<file path="src/tinyrv1_pkg.sv">
// ------------------------------------------------
// Shared types and constants for the decode-issue
// core. Only add, addi and mul are legal; every
// other instruction word decodes as illegal.
// ------------------------------------------------
`default_nettype none

package tinyrv1_pkg;

  // ------------------------------------------------
  // Basic widths
  // ------------------------------------------------

  // Data, instruction and PC words
  typedef logic [31:0] word_t;

  // Architectural register index
  typedef logic [4:0] reg_addr_t;

  // Micro-ops seen by the execute pipe
  typedef enum logic [1:0] {
    uop_add,
    uop_addi,
    uop_mul,
    uop_illegal
  } uop_e;

  // ------------------------------------------------
  // Encoding fields (RV32I / RV32M)
  // ------------------------------------------------

  // Register-register ops (add, mul)
  localparam logic [6:0] opcode_op     = 7'b0110011;
  // Register-immediate ops (addi)
  localparam logic [6:0] opcode_op_imm = 7'b0010011;

  localparam logic [6:0] funct7_add    = 7'b0000000;
  localparam logic [6:0] funct7_mul    = 7'b0000001;

  // Shared by add, addi and mul
  localparam logic [2:0] funct3_add    = 3'b000;

  // Architectural register count, x0 included
  localparam int num_regs     = 32;

  // Edges from issue to the execute output
  localparam int exec_latency = 2;

  // ------------------------------------------------
  // Stage messages
  // ------------------------------------------------

  typedef struct packed {
    word_t inst;
    word_t pc;
  } fetch_msg_t;

  typedef struct packed {
    word_t     pc;
    uop_e      uop;
    reg_addr_t waddr;
    logic      wen;
    word_t     op1;
    word_t     op2;
  } issue_msg_t;

  typedef struct packed {
    word_t     pc;
    reg_addr_t waddr;
    word_t     wdata;
    logic      wen;
    logic      illegal;
  } complete_msg_t;

endpackage

`default_nettype wire
</file>
<file path="src/decode_issue_unit.sv">
// ------------------------------------------------
// One-entry decode register fed by valid/ready.
// Issue is combinational from that register and
// stalls on any pending source or destination.
// ------------------------------------------------
`default_nettype none
`timescale 1ns/100ps

module decode_issue_unit import tinyrv1_pkg::*; (
  input  logic          clk,
  input  logic          rst,
  input  logic          fetch_val,
  output logic          fetch_rdy,
  input  fetch_msg_t    fetch_msg,
  output logic          issue_val,
  output issue_msg_t    issue_msg,
  input  logic          complete_val,
  input  complete_msg_t complete_msg
);

  // Decode register
  logic       dec_val;
  fetch_msg_t dec_msg;

  logic fetch_xfer;
  logic issue_fire;
  logic stall;

  // Decoder outputs
  uop_e      dec_uop;
  reg_addr_t dec_raddr0;
  reg_addr_t dec_raddr1;
  reg_addr_t dec_waddr;
  logic      dec_wen;
  logic      dec_op2_sel;
  logic      dec_uses_rs2;
  word_t     dec_imm;

  // Register file outputs
  word_t rdata0;
  word_t rdata1;
  logic  pending0;
  logic  pending1;
  logic  pending2;

  // ------------------------------------------------
  // Fetch side
  // ------------------------------------------------

  assign fetch_xfer = fetch_val && fetch_rdy;

  // Accept when empty or when the held word leaves now
  assign fetch_rdy = !dec_val || issue_fire;

  always_ff @(posedge clk) begin
    if (rst) begin
      dec_val <= 1'b0;
    end else if (fetch_xfer) begin
      dec_val <= 1'b1;
    end else if (issue_fire) begin
      dec_val <= 1'b0;
    end
  end

  // Payload only
  always_ff @(posedge clk) begin
    if (fetch_xfer) begin
      dec_msg <= fetch_msg;
    end
  end

  // ------------------------------------------------
  // Decode and operand read
  // ------------------------------------------------

  inst_decoder decoder_i (
    .inst     (dec_msg.inst),
    .uop      (dec_uop),
    .raddr0   (dec_raddr0),
    .raddr1   (dec_raddr1),
    .waddr    (dec_waddr),
    .wen      (dec_wen),
    .op2_sel  (dec_op2_sel),
    .uses_rs2 (dec_uses_rs2),
    .imm      (dec_imm)
  );

  regfile_scoreboard regfile_i (
    .clk        (clk),
    .rst        (rst),
    .raddr0     (dec_raddr0),
    .raddr1     (dec_raddr1),
    .rdata0     (rdata0),
    .rdata1     (rdata1),
    .waddr      (complete_msg.waddr),
    .wdata      (complete_msg.wdata),
    .wen        (complete_val && complete_msg.wen),
    .set_addr   (dec_waddr),
    .set_en     (issue_fire && dec_wen),
    .pend_addr0 (dec_raddr0),
    .pend_addr1 (dec_raddr1),
    .pend_addr2 (dec_waddr),
    .pending0   (pending0),
    .pending1   (pending1),
    .pending2   (pending2)
  );

  // ------------------------------------------------
  // Hazard check and issue
  // ------------------------------------------------

  // rs1 needs no gate, unused rs1 decodes to x0
  // rd is checked too so WAW cannot clear early
  assign stall = pending0 || (pending1 && dec_uses_rs2) ||
                 (pending2 && dec_wen);

  assign issue_fire = dec_val && !stall;
  assign issue_val  = issue_fire;

  always_comb begin
    issue_msg.pc    = dec_msg.pc;
    issue_msg.uop   = dec_uop;
    issue_msg.waddr = dec_waddr;
    issue_msg.wen   = dec_wen;
    issue_msg.op1   = rdata0;
    // Immediate for addi, rs2 otherwise
    issue_msg.op2   = dec_op2_sel ? dec_imm : rdata1;
  end

endmodule

`default_nettype wire

</file>
<file path="src/exec_pipe.sv">
// ------------------------------------------------
// Fixed two-stage execute pipe, no back-pressure.
// add, addi and mul share one latency so results
// leave in issue order.
// ------------------------------------------------
`default_nettype none
`timescale 1ns/100ps

module exec_pipe import tinyrv1_pkg::*; (
  input  logic          clk,
  input  logic          rst,
  input  logic          issue_val,
  input  issue_msg_t    issue_msg,
  output logic          exec_val,
  output complete_msg_t exec_msg
);

  // One valid bit per stage, oldest at the top
  logic [exec_latency-1:0] val_q;

  // Stage one operands
  issue_msg_t s1_q;

  // Stage two result
  complete_msg_t s2_q;

  word_t sum;
  word_t prod;
  logic  s1_illegal;

  // ------------------------------------------------
  // Valid shift chain
  // ------------------------------------------------

  always_ff @(posedge clk) begin
    if (rst) begin
      val_q <= '0;
    end else begin
      val_q <= {val_q[exec_latency-2:0], issue_val};
    end
  end

  // ------------------------------------------------
  // Stage one
  // ------------------------------------------------

  always_ff @(posedge clk) begin
    if (issue_val) begin
      s1_q <= issue_msg;
    end
  end

  // ------------------------------------------------
  // Stage two
  // ------------------------------------------------

  // addi already has the immediate in op2
  assign sum  = s1_q.op1 + s1_q.op2;
  // Low 32 bits of the product
  assign prod = s1_q.op1 * s1_q.op2;

  assign s1_illegal = (s1_q.uop == uop_illegal);

  always_ff @(posedge clk) begin
    if (val_q[0]) begin
      s2_q.pc      <= s1_q.pc;
      s2_q.waddr   <= s1_q.waddr;
      s2_q.wdata   <= (s1_q.uop == uop_mul) ? prod : sum;
      // Illegal words never write
      s2_q.wen     <= s1_q.wen && !s1_illegal;
      s2_q.illegal <= s1_illegal;
    end
  end

  assign exec_val = val_q[exec_latency-1];
  assign exec_msg = s2_q;

endmodule

`default_nettype wire

</file>
<file path="src/inst_decoder.sv">
// ------------------------------------------------
// Purely combinational decoder. Illegal words come
// out with wen low and all register fields zero,
// so they never wait on the scoreboard.
// ------------------------------------------------
`default_nettype none
`timescale 1ns/100ps

module inst_decoder import tinyrv1_pkg::*; (
  input  word_t     inst,
  output uop_e      uop,
  output reg_addr_t raddr0,
  output reg_addr_t raddr1,
  output reg_addr_t waddr,
  output logic      wen,
  output logic      op2_sel,
  output logic      uses_rs2,
  output word_t     imm
);

  // Instruction fields
  logic [6:0] opcode;
  logic [2:0] funct3;
  logic [6:0] funct7;

  // Per-instruction matches
  logic is_add;
  logic is_mul;
  logic is_addi;

  assign opcode = inst[6:0];
  assign funct3 = inst[14:12];
  assign funct7 = inst[31:25];

  // R-type needs opcode, funct3 and funct7 all exact
  assign is_add  = (opcode == opcode_op) && (funct3 == funct3_add) &&
                   (funct7 == funct7_add);
  assign is_mul  = (opcode == opcode_op) && (funct3 == funct3_add) &&
                   (funct7 == funct7_mul);
  // I-type has no funct7, upper bits are immediate
  assign is_addi = (opcode == opcode_op_imm) && (funct3 == funct3_add);

  always_comb begin
    // Defaults describe an illegal word
    uop      = uop_illegal;
    raddr0   = '0;
    raddr1   = '0;
    waddr    = '0;
    wen      = 1'b0;
    op2_sel  = 1'b0;
    uses_rs2 = 1'b0;

    if (is_add || is_mul) begin
      uop      = is_mul ? uop_mul : uop_add;
      raddr0   = inst[19:15];
      raddr1   = inst[24:20];
      waddr    = inst[11:7];
      wen      = 1'b1;
      uses_rs2 = 1'b1;
    end else if (is_addi) begin
      uop      = uop_addi;
      raddr0   = inst[19:15];
      waddr    = inst[11:7];
      wen      = 1'b1;
      // Second operand from the immediate
      op2_sel  = 1'b1;
    end
  end

  // Sign-extended I-type immediate
  assign imm = {{20{inst[31]}}, inst[31:20]};

endmodule

`default_nettype wire

</file>
<file path="src/regfile_scoreboard.sv">
// ------------------------------------------------
// 31 writable registers plus per-register pending
// bits. Reads are combinational with no bypass, so
// a write is visible the cycle after its edge.
// ------------------------------------------------
`default_nettype none
`timescale 1ns/100ps

module regfile_scoreboard import tinyrv1_pkg::*; (
  input  logic      clk,
  input  logic      rst,
  input  reg_addr_t raddr0,
  input  reg_addr_t raddr1,
  output word_t     rdata0,
  output word_t     rdata1,
  input  reg_addr_t waddr,
  input  word_t     wdata,
  input  logic      wen,
  input  reg_addr_t set_addr,
  input  logic      set_en,
  input  reg_addr_t pend_addr0,
  input  reg_addr_t pend_addr1,
  input  reg_addr_t pend_addr2,
  output logic      pending0,
  output logic      pending1,
  output logic      pending2
);

  // No storage for x0
  word_t regs [1:num_regs-1];

  // Bit 0 stays clear forever
  logic [num_regs-1:0] pend_q;

  // ------------------------------------------------
  // Register storage
  // ------------------------------------------------

  // All registers read zero after reset
  always_ff @(posedge clk) begin
    if (rst) begin
      for (int i = 1; i < num_regs; i++) begin
        regs[i] <= '0;
      end
    end else if (wen && (waddr != '0)) begin
      regs[waddr] <= wdata;
    end
  end

  assign rdata0 = (raddr0 == '0) ? '0 : regs[raddr0];
  assign rdata1 = (raddr1 == '0) ? '0 : regs[raddr1];

  // ------------------------------------------------
  // Pending bits
  // ------------------------------------------------

  always_ff @(posedge clk) begin
    if (rst) begin
      pend_q <= '0;
    end else begin
      // Clear on writeback
      if (wen && (waddr != '0)) begin
        pend_q[waddr] <= 1'b0;
      end
      // New issue to the same register wins
      if (set_en && (set_addr != '0)) begin
        pend_q[set_addr] <= 1'b1;
      end
    end
  end

  assign pending0 = pend_q[pend_addr0];
  assign pending1 = pend_q[pend_addr1];
  assign pending2 = pend_q[pend_addr2];

endmodule

`default_nettype wire

</file>
<file path="src/result_unit.sv">
// ------------------------------------------------
// Writeback register. Always accepts; its output is
// both the register-file write and the completion.
// ------------------------------------------------
`default_nettype none
`timescale 1ns/100ps

module result_unit import tinyrv1_pkg::*; (
  input  logic          clk,
  input  logic          rst,
  input  logic          exec_val,
  input  complete_msg_t exec_msg,
  output logic          complete_val,
  output complete_msg_t complete_msg
);

  logic          val_q;
  complete_msg_t msg_q;

  // Valid for exactly one cycle per result
  always_ff @(posedge clk) begin
    if (rst) begin
      val_q <= 1'b0;
    end else begin
      val_q <= exec_val;
    end
  end

  // Payload only
  always_ff @(posedge clk) begin
    if (exec_val) begin
      msg_q <= exec_msg;
    end
  end

  assign complete_val = val_q;
  assign complete_msg = msg_q;

endmodule

`default_nettype wire

</file>
<file path="src/tinyrv1_issue_top.sv">
// ------------------------------------------------
// Decode-issue, execute and writeback in a row.
// Issue to completion takes three edges.
// ------------------------------------------------
`default_nettype none
`timescale 1ns/100ps

module tinyrv1_issue_top import tinyrv1_pkg::*; (
  input  logic          clk,
  input  logic          rst,
  input  logic          fetch_val,
  output logic          fetch_rdy,
  input  fetch_msg_t    fetch_msg,
  output logic          complete_val,
  output complete_msg_t complete_msg
);

  logic          issue_val;
  issue_msg_t    issue_msg;
  logic          exec_val;
  complete_msg_t exec_msg;

  // Completion also loops back for writeback
  decode_issue_unit decode_issue_i (
    .clk          (clk),
    .rst          (rst),
    .fetch_val    (fetch_val),
    .fetch_rdy    (fetch_rdy),
    .fetch_msg    (fetch_msg),
    .issue_val    (issue_val),
    .issue_msg    (issue_msg),
    .complete_val (complete_val),
    .complete_msg (complete_msg)
  );

  exec_pipe exec_i (
    .clk       (clk),
    .rst       (rst),
    .issue_val (issue_val),
    .issue_msg (issue_msg),
    .exec_val  (exec_val),
    .exec_msg  (exec_msg)
  );

  result_unit result_i (
    .clk          (clk),
    .rst          (rst),
    .exec_val     (exec_val),
    .exec_msg     (exec_msg),
    .complete_val (complete_val),
    .complete_msg (complete_msg)
  );

endmodule

`default_nettype wire

</file>
<file path="config.mk">
export PLATFORM = sky130hd
export DESIGN_NAME = tinyrv1_issue_top
export DESIGN_NICKNAME = d
export VERILOG_FILES = /design/src/tinyrv1_pkg.sv /design/src/decode_issue_unit.sv /design/src/exec_pipe.sv /design/src/inst_decoder.sv /design/src/regfile_scoreboard.sv /design/src/result_unit.sv /design/src/tinyrv1_issue_top.sv
export SDC_FILE = /design/constraint.sdc
export NUM_CORES = 2
export LEC_CHECK = 0
export BUFFER_PORTS_ARGS = -buffer_cell sky130_fd_sc_hd__buf_4
export CORE_ASPECT_RATIO = 1.5
export CORE_MARGIN = 1.5
export CORE_UTILIZATION = 39
export DETAILED_ROUTE_END_ITERATION = 7
export MAX_ROUTING_LAYER = met4
export PLACE_DENSITY_LB_ADDON = 0.2
export SETUP_SLACK_MARGIN = 0.4
export SYNTH_ARGS = -nofsm -noshare
export SYNTH_HDL_FRONTEND = slang
export SYNTH_HIERARCHICAL = 1
export SYNTH_SLANG_ARGS = --single-unit
</file>
<file path="constraint.sdc">
create_clock -name clk -period 12.15 [get_ports clk]
set_clock_uncertainty 0.1 [all_clocks]
set_input_delay 0.6075 -clock clk [delete_from_list [all_inputs] [get_ports clk]]
set_output_delay 0.6075 -clock clk [all_outputs]
set_load 0.02 [all_outputs]
</file>
# [Word-level counts from Yosys, hierarchy flattened]
# Memories as Yosys holds them, arrays and structs flattened. A register that Yosys moved wholly into a read port is not among the register bits.
# Index checks and enable logic that the tools add are counted.
# W data, S select, Z words.
[word_totals] n_memories=1 register_bits=314 romBits=0 ram_bits=992 latchBits=0
[mem_list] memory="decode_issue_i.regfile_i.regs" depth=31 width=32 read_ports=2 rd_ports_with_merged_regs=1 wr=31 line_no="regfile_scoreboard.sv:30" rtl="word_t regs [1:num_regs-1];"
[op_classes] shifts=0 n_mul=1 reduce_logical=30 bitwise_logic=3 addsub=1 order_cmp=6 eq_ne=5 muxes=38 n_div=0
[op_table] cell="$mux W32" count=7
[op_table] cell="$add A32 B32 Y32" count=1
[op_table] cell="$and A32 B32 Y32" count=1
[op_table] cell="$mul A32 B32 Y32" count=1
[op_table] cell="$not A32 Y32" count=1
[op_table] cell="$or A32 B32 Y32" count=1
[op_table] cell="$reduce_or A32 Y1" count=1
[op_table] cell="$mux W5" count=6
[op_table] cell="$lt A5 B6 Y1 const B" count=4
[op_table] cell="$mux W1" count=17
[op_table] cell="$bmux W1 S5" count=3
[op_table] cell="$logic_and A1 B1 Y1" count=15
[op_table] cell="$demux W1 S5" count=2
[op_table] cell="$ge A5 B1 Y1 const B" count=2
[op_table] cell="$logic_not A5 Y1" count=2
[op_table] cell="$reduce_bool A5 Y1" count=2
[op_table] cell="$eq A7 B1 Y1 const B" count=1
[op_table] cell="$eq A7 B5 Y1 const B" count=1
[op_table] cell="$eq A7 B6 Y1 const B" count=1
[op_table] cell="$logic_not A7 Y1" count=1
[op_table] cell="$mux W2" count=3
[op_table] cell="$eq A2 B2 Y1 const B" count=2
[op_table] cell="$logic_or A1 B1 Y1" count=4
[op_table] cell="$logic_not A1 Y1" count=3
[op_table] cell="2 further kinds" count=2

# [Longest topological paths before layout]
[logic_depth] word_depth=15 mapped_depth=27 mapped_depth_nobuf=25

# [Cells and area by module]
# Netlist, hierarchy kept.
[by_module_without_submodules] module="regfile_scoreboard" cells_each=3809 instances=1 area_per_inst_um2=56481.7
[by_module_without_submodules] module="exec_pipe" cells_each=2161 instances=1 area_per_inst_um2=22735.6
[by_module_without_submodules] module="decode_issue_unit" cells_each=146 instances=1 area_per_inst_um2=2802.7
[by_module_without_submodules] module="result_unit" cells_each=73 instances=1 area_per_inst_um2=2165.8
[by_module_without_submodules] module="inst_decoder" cells_each=72 instances=1 area_per_inst_um2=476.7

# [Least setup slack after synthesis]
# OpenSTA, ideal clock, no wires.
[synth_timing] kind="flip-flop to flip-flop" from="reg decode_issue_i/dec_msg[58] (netlist bit)" to="reg exec_i/s1_q[0] (netlist bit) (enable)" t_required_ns=11.481 path_slack_ns=3.240 stages_incl_launch_ff=11 synth_period_minus_slack_ns=8.910 arrival_ns=8.242 cell_sequence="edfxtp_1 > nor4_1 > a21oi_1 > clkbuf_1 > nor4b_1 > buf_2 > mux4_2 > mux4_2 > mux2_2 > a221o_2 > nor2_1"
[synth_rtl] element="start, declared" line_no="decode_issue_unit.sv:23" rtl="fetch_msg_t dec_msg;"
[synth_rtl] element="start signal, assigned" line_no="decode_issue_unit.sv:68" rtl="dec_msg <= fetch_msg;"
[synth_rtl] element="end signal, assigned" line_no="exec_pipe.sv:49" rtl="s1_q <= issue_msg;"
[synth_rtl] element="end, declared" line_no="exec_pipe.sv:22" rtl="issue_msg_t s1_q;"

# [Worst setup path in the final report]
[layout_timing] from="reg exec_i/s1_q[6] (netlist bit)" to="reg exec_i.s2_q, in the netlist exec_i/exec_msg[32] (data pin)"
[layout_between] elab_chain_len=2 elab_cells_between_ends=3 classes_between="1 x add/sub; 1 x mul; 1 x mux"
[layout_lines] element="$mul A32 B32 Y32 / $add A32 B32 Y32 (equally long branches)" line_no="exec_pipe.sv:60, exec_pipe.sv:58"
[layout_lines] element="$mux W32 *" line_no="exec_pipe.sv:68" rtl="s2_q.wdata <= (s1_q.uop == uop_mul) ? prod : sum;"
[layout_lines] element="end, declared" line_no="exec_pipe.sv:25" rtl="complete_msg_t s2_q;"
# Every way passes the cells marked *; elsewhere a longest branch is shown, timed or not.
# A chain may end at the register's enable or synchronous reset.

==> impl_metrics.csv <==
group,metric,value,unit
grt,grt_pass1_wl,402900,µm
layout,area_growth_syn_to_layout,10.90,%
logic_synthesis,synth.top_cell.area_share,47.32,%
die,start_util,39.20,%
die,rows,209,
placed_design,gp_congestion,0.8936,
critical_path,r2r-start,"exec_i/s1_q[6]",
clocking,cts_tree,"yes",
critical_path,max_stage_delay,0.97,ns
clocking,htreeDepth,4,
die,die_area,219900,µm²
logic_synthesis,synthMuxAreaShare,15.73,%
sta,fmax,116.4,MHz
logic_synthesis,synth_seq_area_share,48.17,%
detailed_routing,drt-total-wl,280700,µm
grt,grt_max_degree,110,
die,die_h,573.6,µm
logic_synthesis,yosys.cell_count.top_type,"edfxtp_1",
clocking,cts.sinks,1370,
logic_synthesis,synth_edf_count,1334,
logic_synthesis,yosysTopAreaCell,"edfxtp_1",
layout,finalNetCount,6893,
sta,fin_crit_sh,70.70,%
logic_synthesis,synth_xor_area_share,1.148,%
sta,setup_violations,0,
logic_synthesis,syn_inst,6261,
job,maxCapViolCount,0,
critical_path,worstPathRequired,12.70,ns
critical_path,slowest_stage,"edfxtp_1",
logic_synthesis,synthFlopType,"edfxtp_1",
sta,finalHoldViolCount,0,
detailed_routing,vias_per_cell,5.793,
layout,drive_above_1_share,19.09,%
logic_synthesis,netlist_area,84660,µm²
clocking,clock_path_buffers,4,
detailed_routing,vias,53416,
critical_path,worstPathArrival,9.14,ns
grt,grt_pass1_vias,55863,
pwr,vdd_ir_drop_max,0.2175,mV
outcome,status,"finished, violations left",
sta,min_period,8.590,ns
sta,worst_pin_slew,1.317,ns
grt,track_usage,26.18,%
critical_path,end_kind,"flip-flop",
layout,finalInstanceArea,93890,µm²
placed_design,place_area,88640,µm²
pwr,pwr-share-comb,25.4,%
pwr,p_per_area,141.6,nW/µm²
grt,grt-ovfl-total,0,
layout,fillers,19672,
logic_synthesis,async_reset_ff_share,0,%
pwr,pwr-share-clk,33.7,%
placed_design,port_buffers,139,
sta,report.final.slew_viol_count,0,
logic_synthesis,synthAdderAreaFrac,11.95,%
layout,final_cells,9221,
logic_synthesis,synth-seq-cells,1370,
logic_synthesis,syn_avg_cell_area,13.52,µm²
pwr,sequentialPowerShare,41.0,%
clocking,cts_setup_buffers,0,
detailed_routing,wl_per_cell,30.45,µm
placed_design,dpl.hpwl,184200,µm
sta,rsz0062_at_grt,"no",
critical_path,crit_path_frequent_cell,"fa_1",
pwr,p_switching,4087,µW
logic_synthesis,synthSimpleGateAreaFrac,13.00,%
sta,maxSlewHeadroom,11.59,%
detailed_routing,ant_nets,0,
detailed_routing,drc,12,
critical_path,path_max_fanout,26,
critical_path,timing.critical_path.cells,"and2_1 > fa_1 > fa_1 > fa_1 > inv_1 > fa_1 > inv_1 > fa_1 > inv_1 > fa_1 > inv_1 > fa_1 > fa_1 > ha_1 > and3_1 > nand3_1 > or2_1 > o31ai_1 > o31ai_1 > buf_4 > o21bai_1 > mux2i_1 > o32a_1",
die,io_pins,140,
clocking,worstSkewPairLatency,0.84,ns
pwr,p_sw_share,30.73,%
worst_hold_path,min_from,"rst",
critical_path,setup.worst_path.start,"exec_i/s1_q[6]",
placed_design,dp_cells,8896,
worst_hold_path,hold_class,"input pin to flip-flop",
grt,antenna_found_initial,14,
detailed_routing,drt_pre_antenna_iters,8,
logic_synthesis,yosysWarnings,6,
critical_path,r2r_setup_slack,3.56,ns
pwr,p_int,9212,µW
pwr,power_leakage,0.03397,µW
clocking,clk_pin_slew_worst_paths,0.06,ns
logic_synthesis,synthTopCellsByArea,"edfxtp_1 (47%), mux4_2 (13%), fa_1 (9.7%)",
critical_path,cp-start-kind,"flip-flop",
logic_synthesis,synth_common_cells,"edfxtp_1 (1334), and2_1 (1300), mux4_2 (478), inv_1 (420), fa_1 (409)",
detailed_routing,drt_iter0_markers,5521,
layout,post-route-util,43.47,%
logic_synthesis,ys_types,85,
outcome,violations,"design-rule violations",
sta,hold_ws,0.1705,ns
clocking,root_buffer,"clkbuf_16",
clocking,cts_buffers,148,
logic_synthesis,synth-compound-area-share,4.991,%
sta,tns,0,ns
logic_synthesis,synth_top_family_by_area,"multiplexers",
die,die_x,383.4,µm
die,core,216000,µm²
critical_path,critPathKind,"flip-flop to flip-flop",
[through the flow]
stage / setup slack, ns / power, µW
floorplan: 3.240 / 7651
global placement: 3.478 / 8894
detailed placement: 3.550 / 8910
CTS: 3.455 / 13450
global route: 3.187 / 13840
finish: 3.560 / 13300
[path summary, 6_finish.rpt]
path / to / cells after the start
setup / recovery: exec_i/exec_msg[32] / 23
hold / removal: decode_issue_i/regfile_i/pend_q[0] / 2
hold reg to reg: result_i/complete_msg[28] / 0
setup reg to reg: exec_i/exec_msg[32] / 23
[routing by layer]
metal,vias to the layer above,track usage [%],share of wire [%]
met5,-,-,0
met4,0,9.848,4.3
met3,584,3.789,7.0
met2,2288,44.60,51
met1,28195,31.33,38
li1,22349,-,-
[registers in the layout, summed over array words and instances, names as in the netlist]
name,cells
decode_issue_i/dec_msg,32
decode_issue_i/dec_val,1
decode_issue_i/issue_msg,32
decode_issue_i/regfile_i/pend_q,32
decode_issue_i/regfile_i/regs,1024
exec_i/exec_msg,71
exec_i/s1_q,104
exec_i/val_q,2
result_i/complete_msg,71
result_i/complete_val,1
[cell type report]
type                       instances  area [µm²]  share of cell area [%]
clock inverter                    78       696.9                  0.7422
multi-input combinational       3933       40140                   42.76
tap                             2848        3563                   3.795
inverter                         420        1579                   1.682
clock buffer                     175        3890                   4.143
antenna                            7       17.52                 0.01866
sequential                      1370       40790                   43.44
timing repair buffer             390        3216                   3.425
[logic make-up (layout without fill, tap and decap cells)]
group,count (synthesis),in the layout
AOI/OAI and AO/OA,602,602
adders and majority gates,563,563
buffers and inverters,989,1063
muxes,709,709
and+or+nand+nor,1916,1916
other,1,39
xor gates and xnor gates,111,111
DFF,1370,1370
[what timing repair did]
item,in CTS,in global routing
endpoints found under the hold margin,65,0
hold buffers,65,0
gates resized for setup,0,0
[power by group through the flow]
stage,sequential [µW],clock (µW),combinational (µW)
4_1_cts,5450,4570,3430
3_5_place_dp,5550,0,3360
6_report,5450,4480,3370
5_1_grt,5460,4720,3660
3_3_place_gp,5540,0,3360
2_1_floorplan,5510,0,2140
[worst max-delay path, delay by kind of cell, from the launching register on]
kind / cells / cell delay (ns)
adders and majority gates: 9 / 4.32
DFF: 1 / 0.97
muxes: 1 / 0.25
and+or+nand+nor: 4 / 0.81
AOI/OAI and AO/OA: 4 / 1.53
buffers and inverters: 5 / 0.41
[cells in the final DEF, fill, tap and decap left out, types with 10 or more instances in the layout]
cell type and instances:
nor2_2 26, a211oi_1 74, clkinv_1 35, mux2_4 30, a22oi_1 64, nor2_1 56, nand3_1 19, buf_12 10
a21oi_1 49, buf_4 315, a311oi_1 63, clkbuf_16 152, clkbuf_1 23, nor3_1 19, nand2_1 322, xor2_1 33
xnor2_1 78, dlygate4sd3_1 65, mux2_2 69, and2_1 1299, a21o_1 16, bufinv_16 12, fa_1 409, conb_1 32
o22ai_1 17, clkinv_2 21, a21o_2 18, edfxtp_1 1334, a221oi_1 46, ha_1 154, nor2b_1 77, mux2i_1 132
o21ai_1 22, nor4b_2 10, nand2b_1 13, dfxtp_1 34, o2111ai_1 18, inv_1 416, o21ai_0 144, mux4_2 478
(Power assumes the default switching activity.)
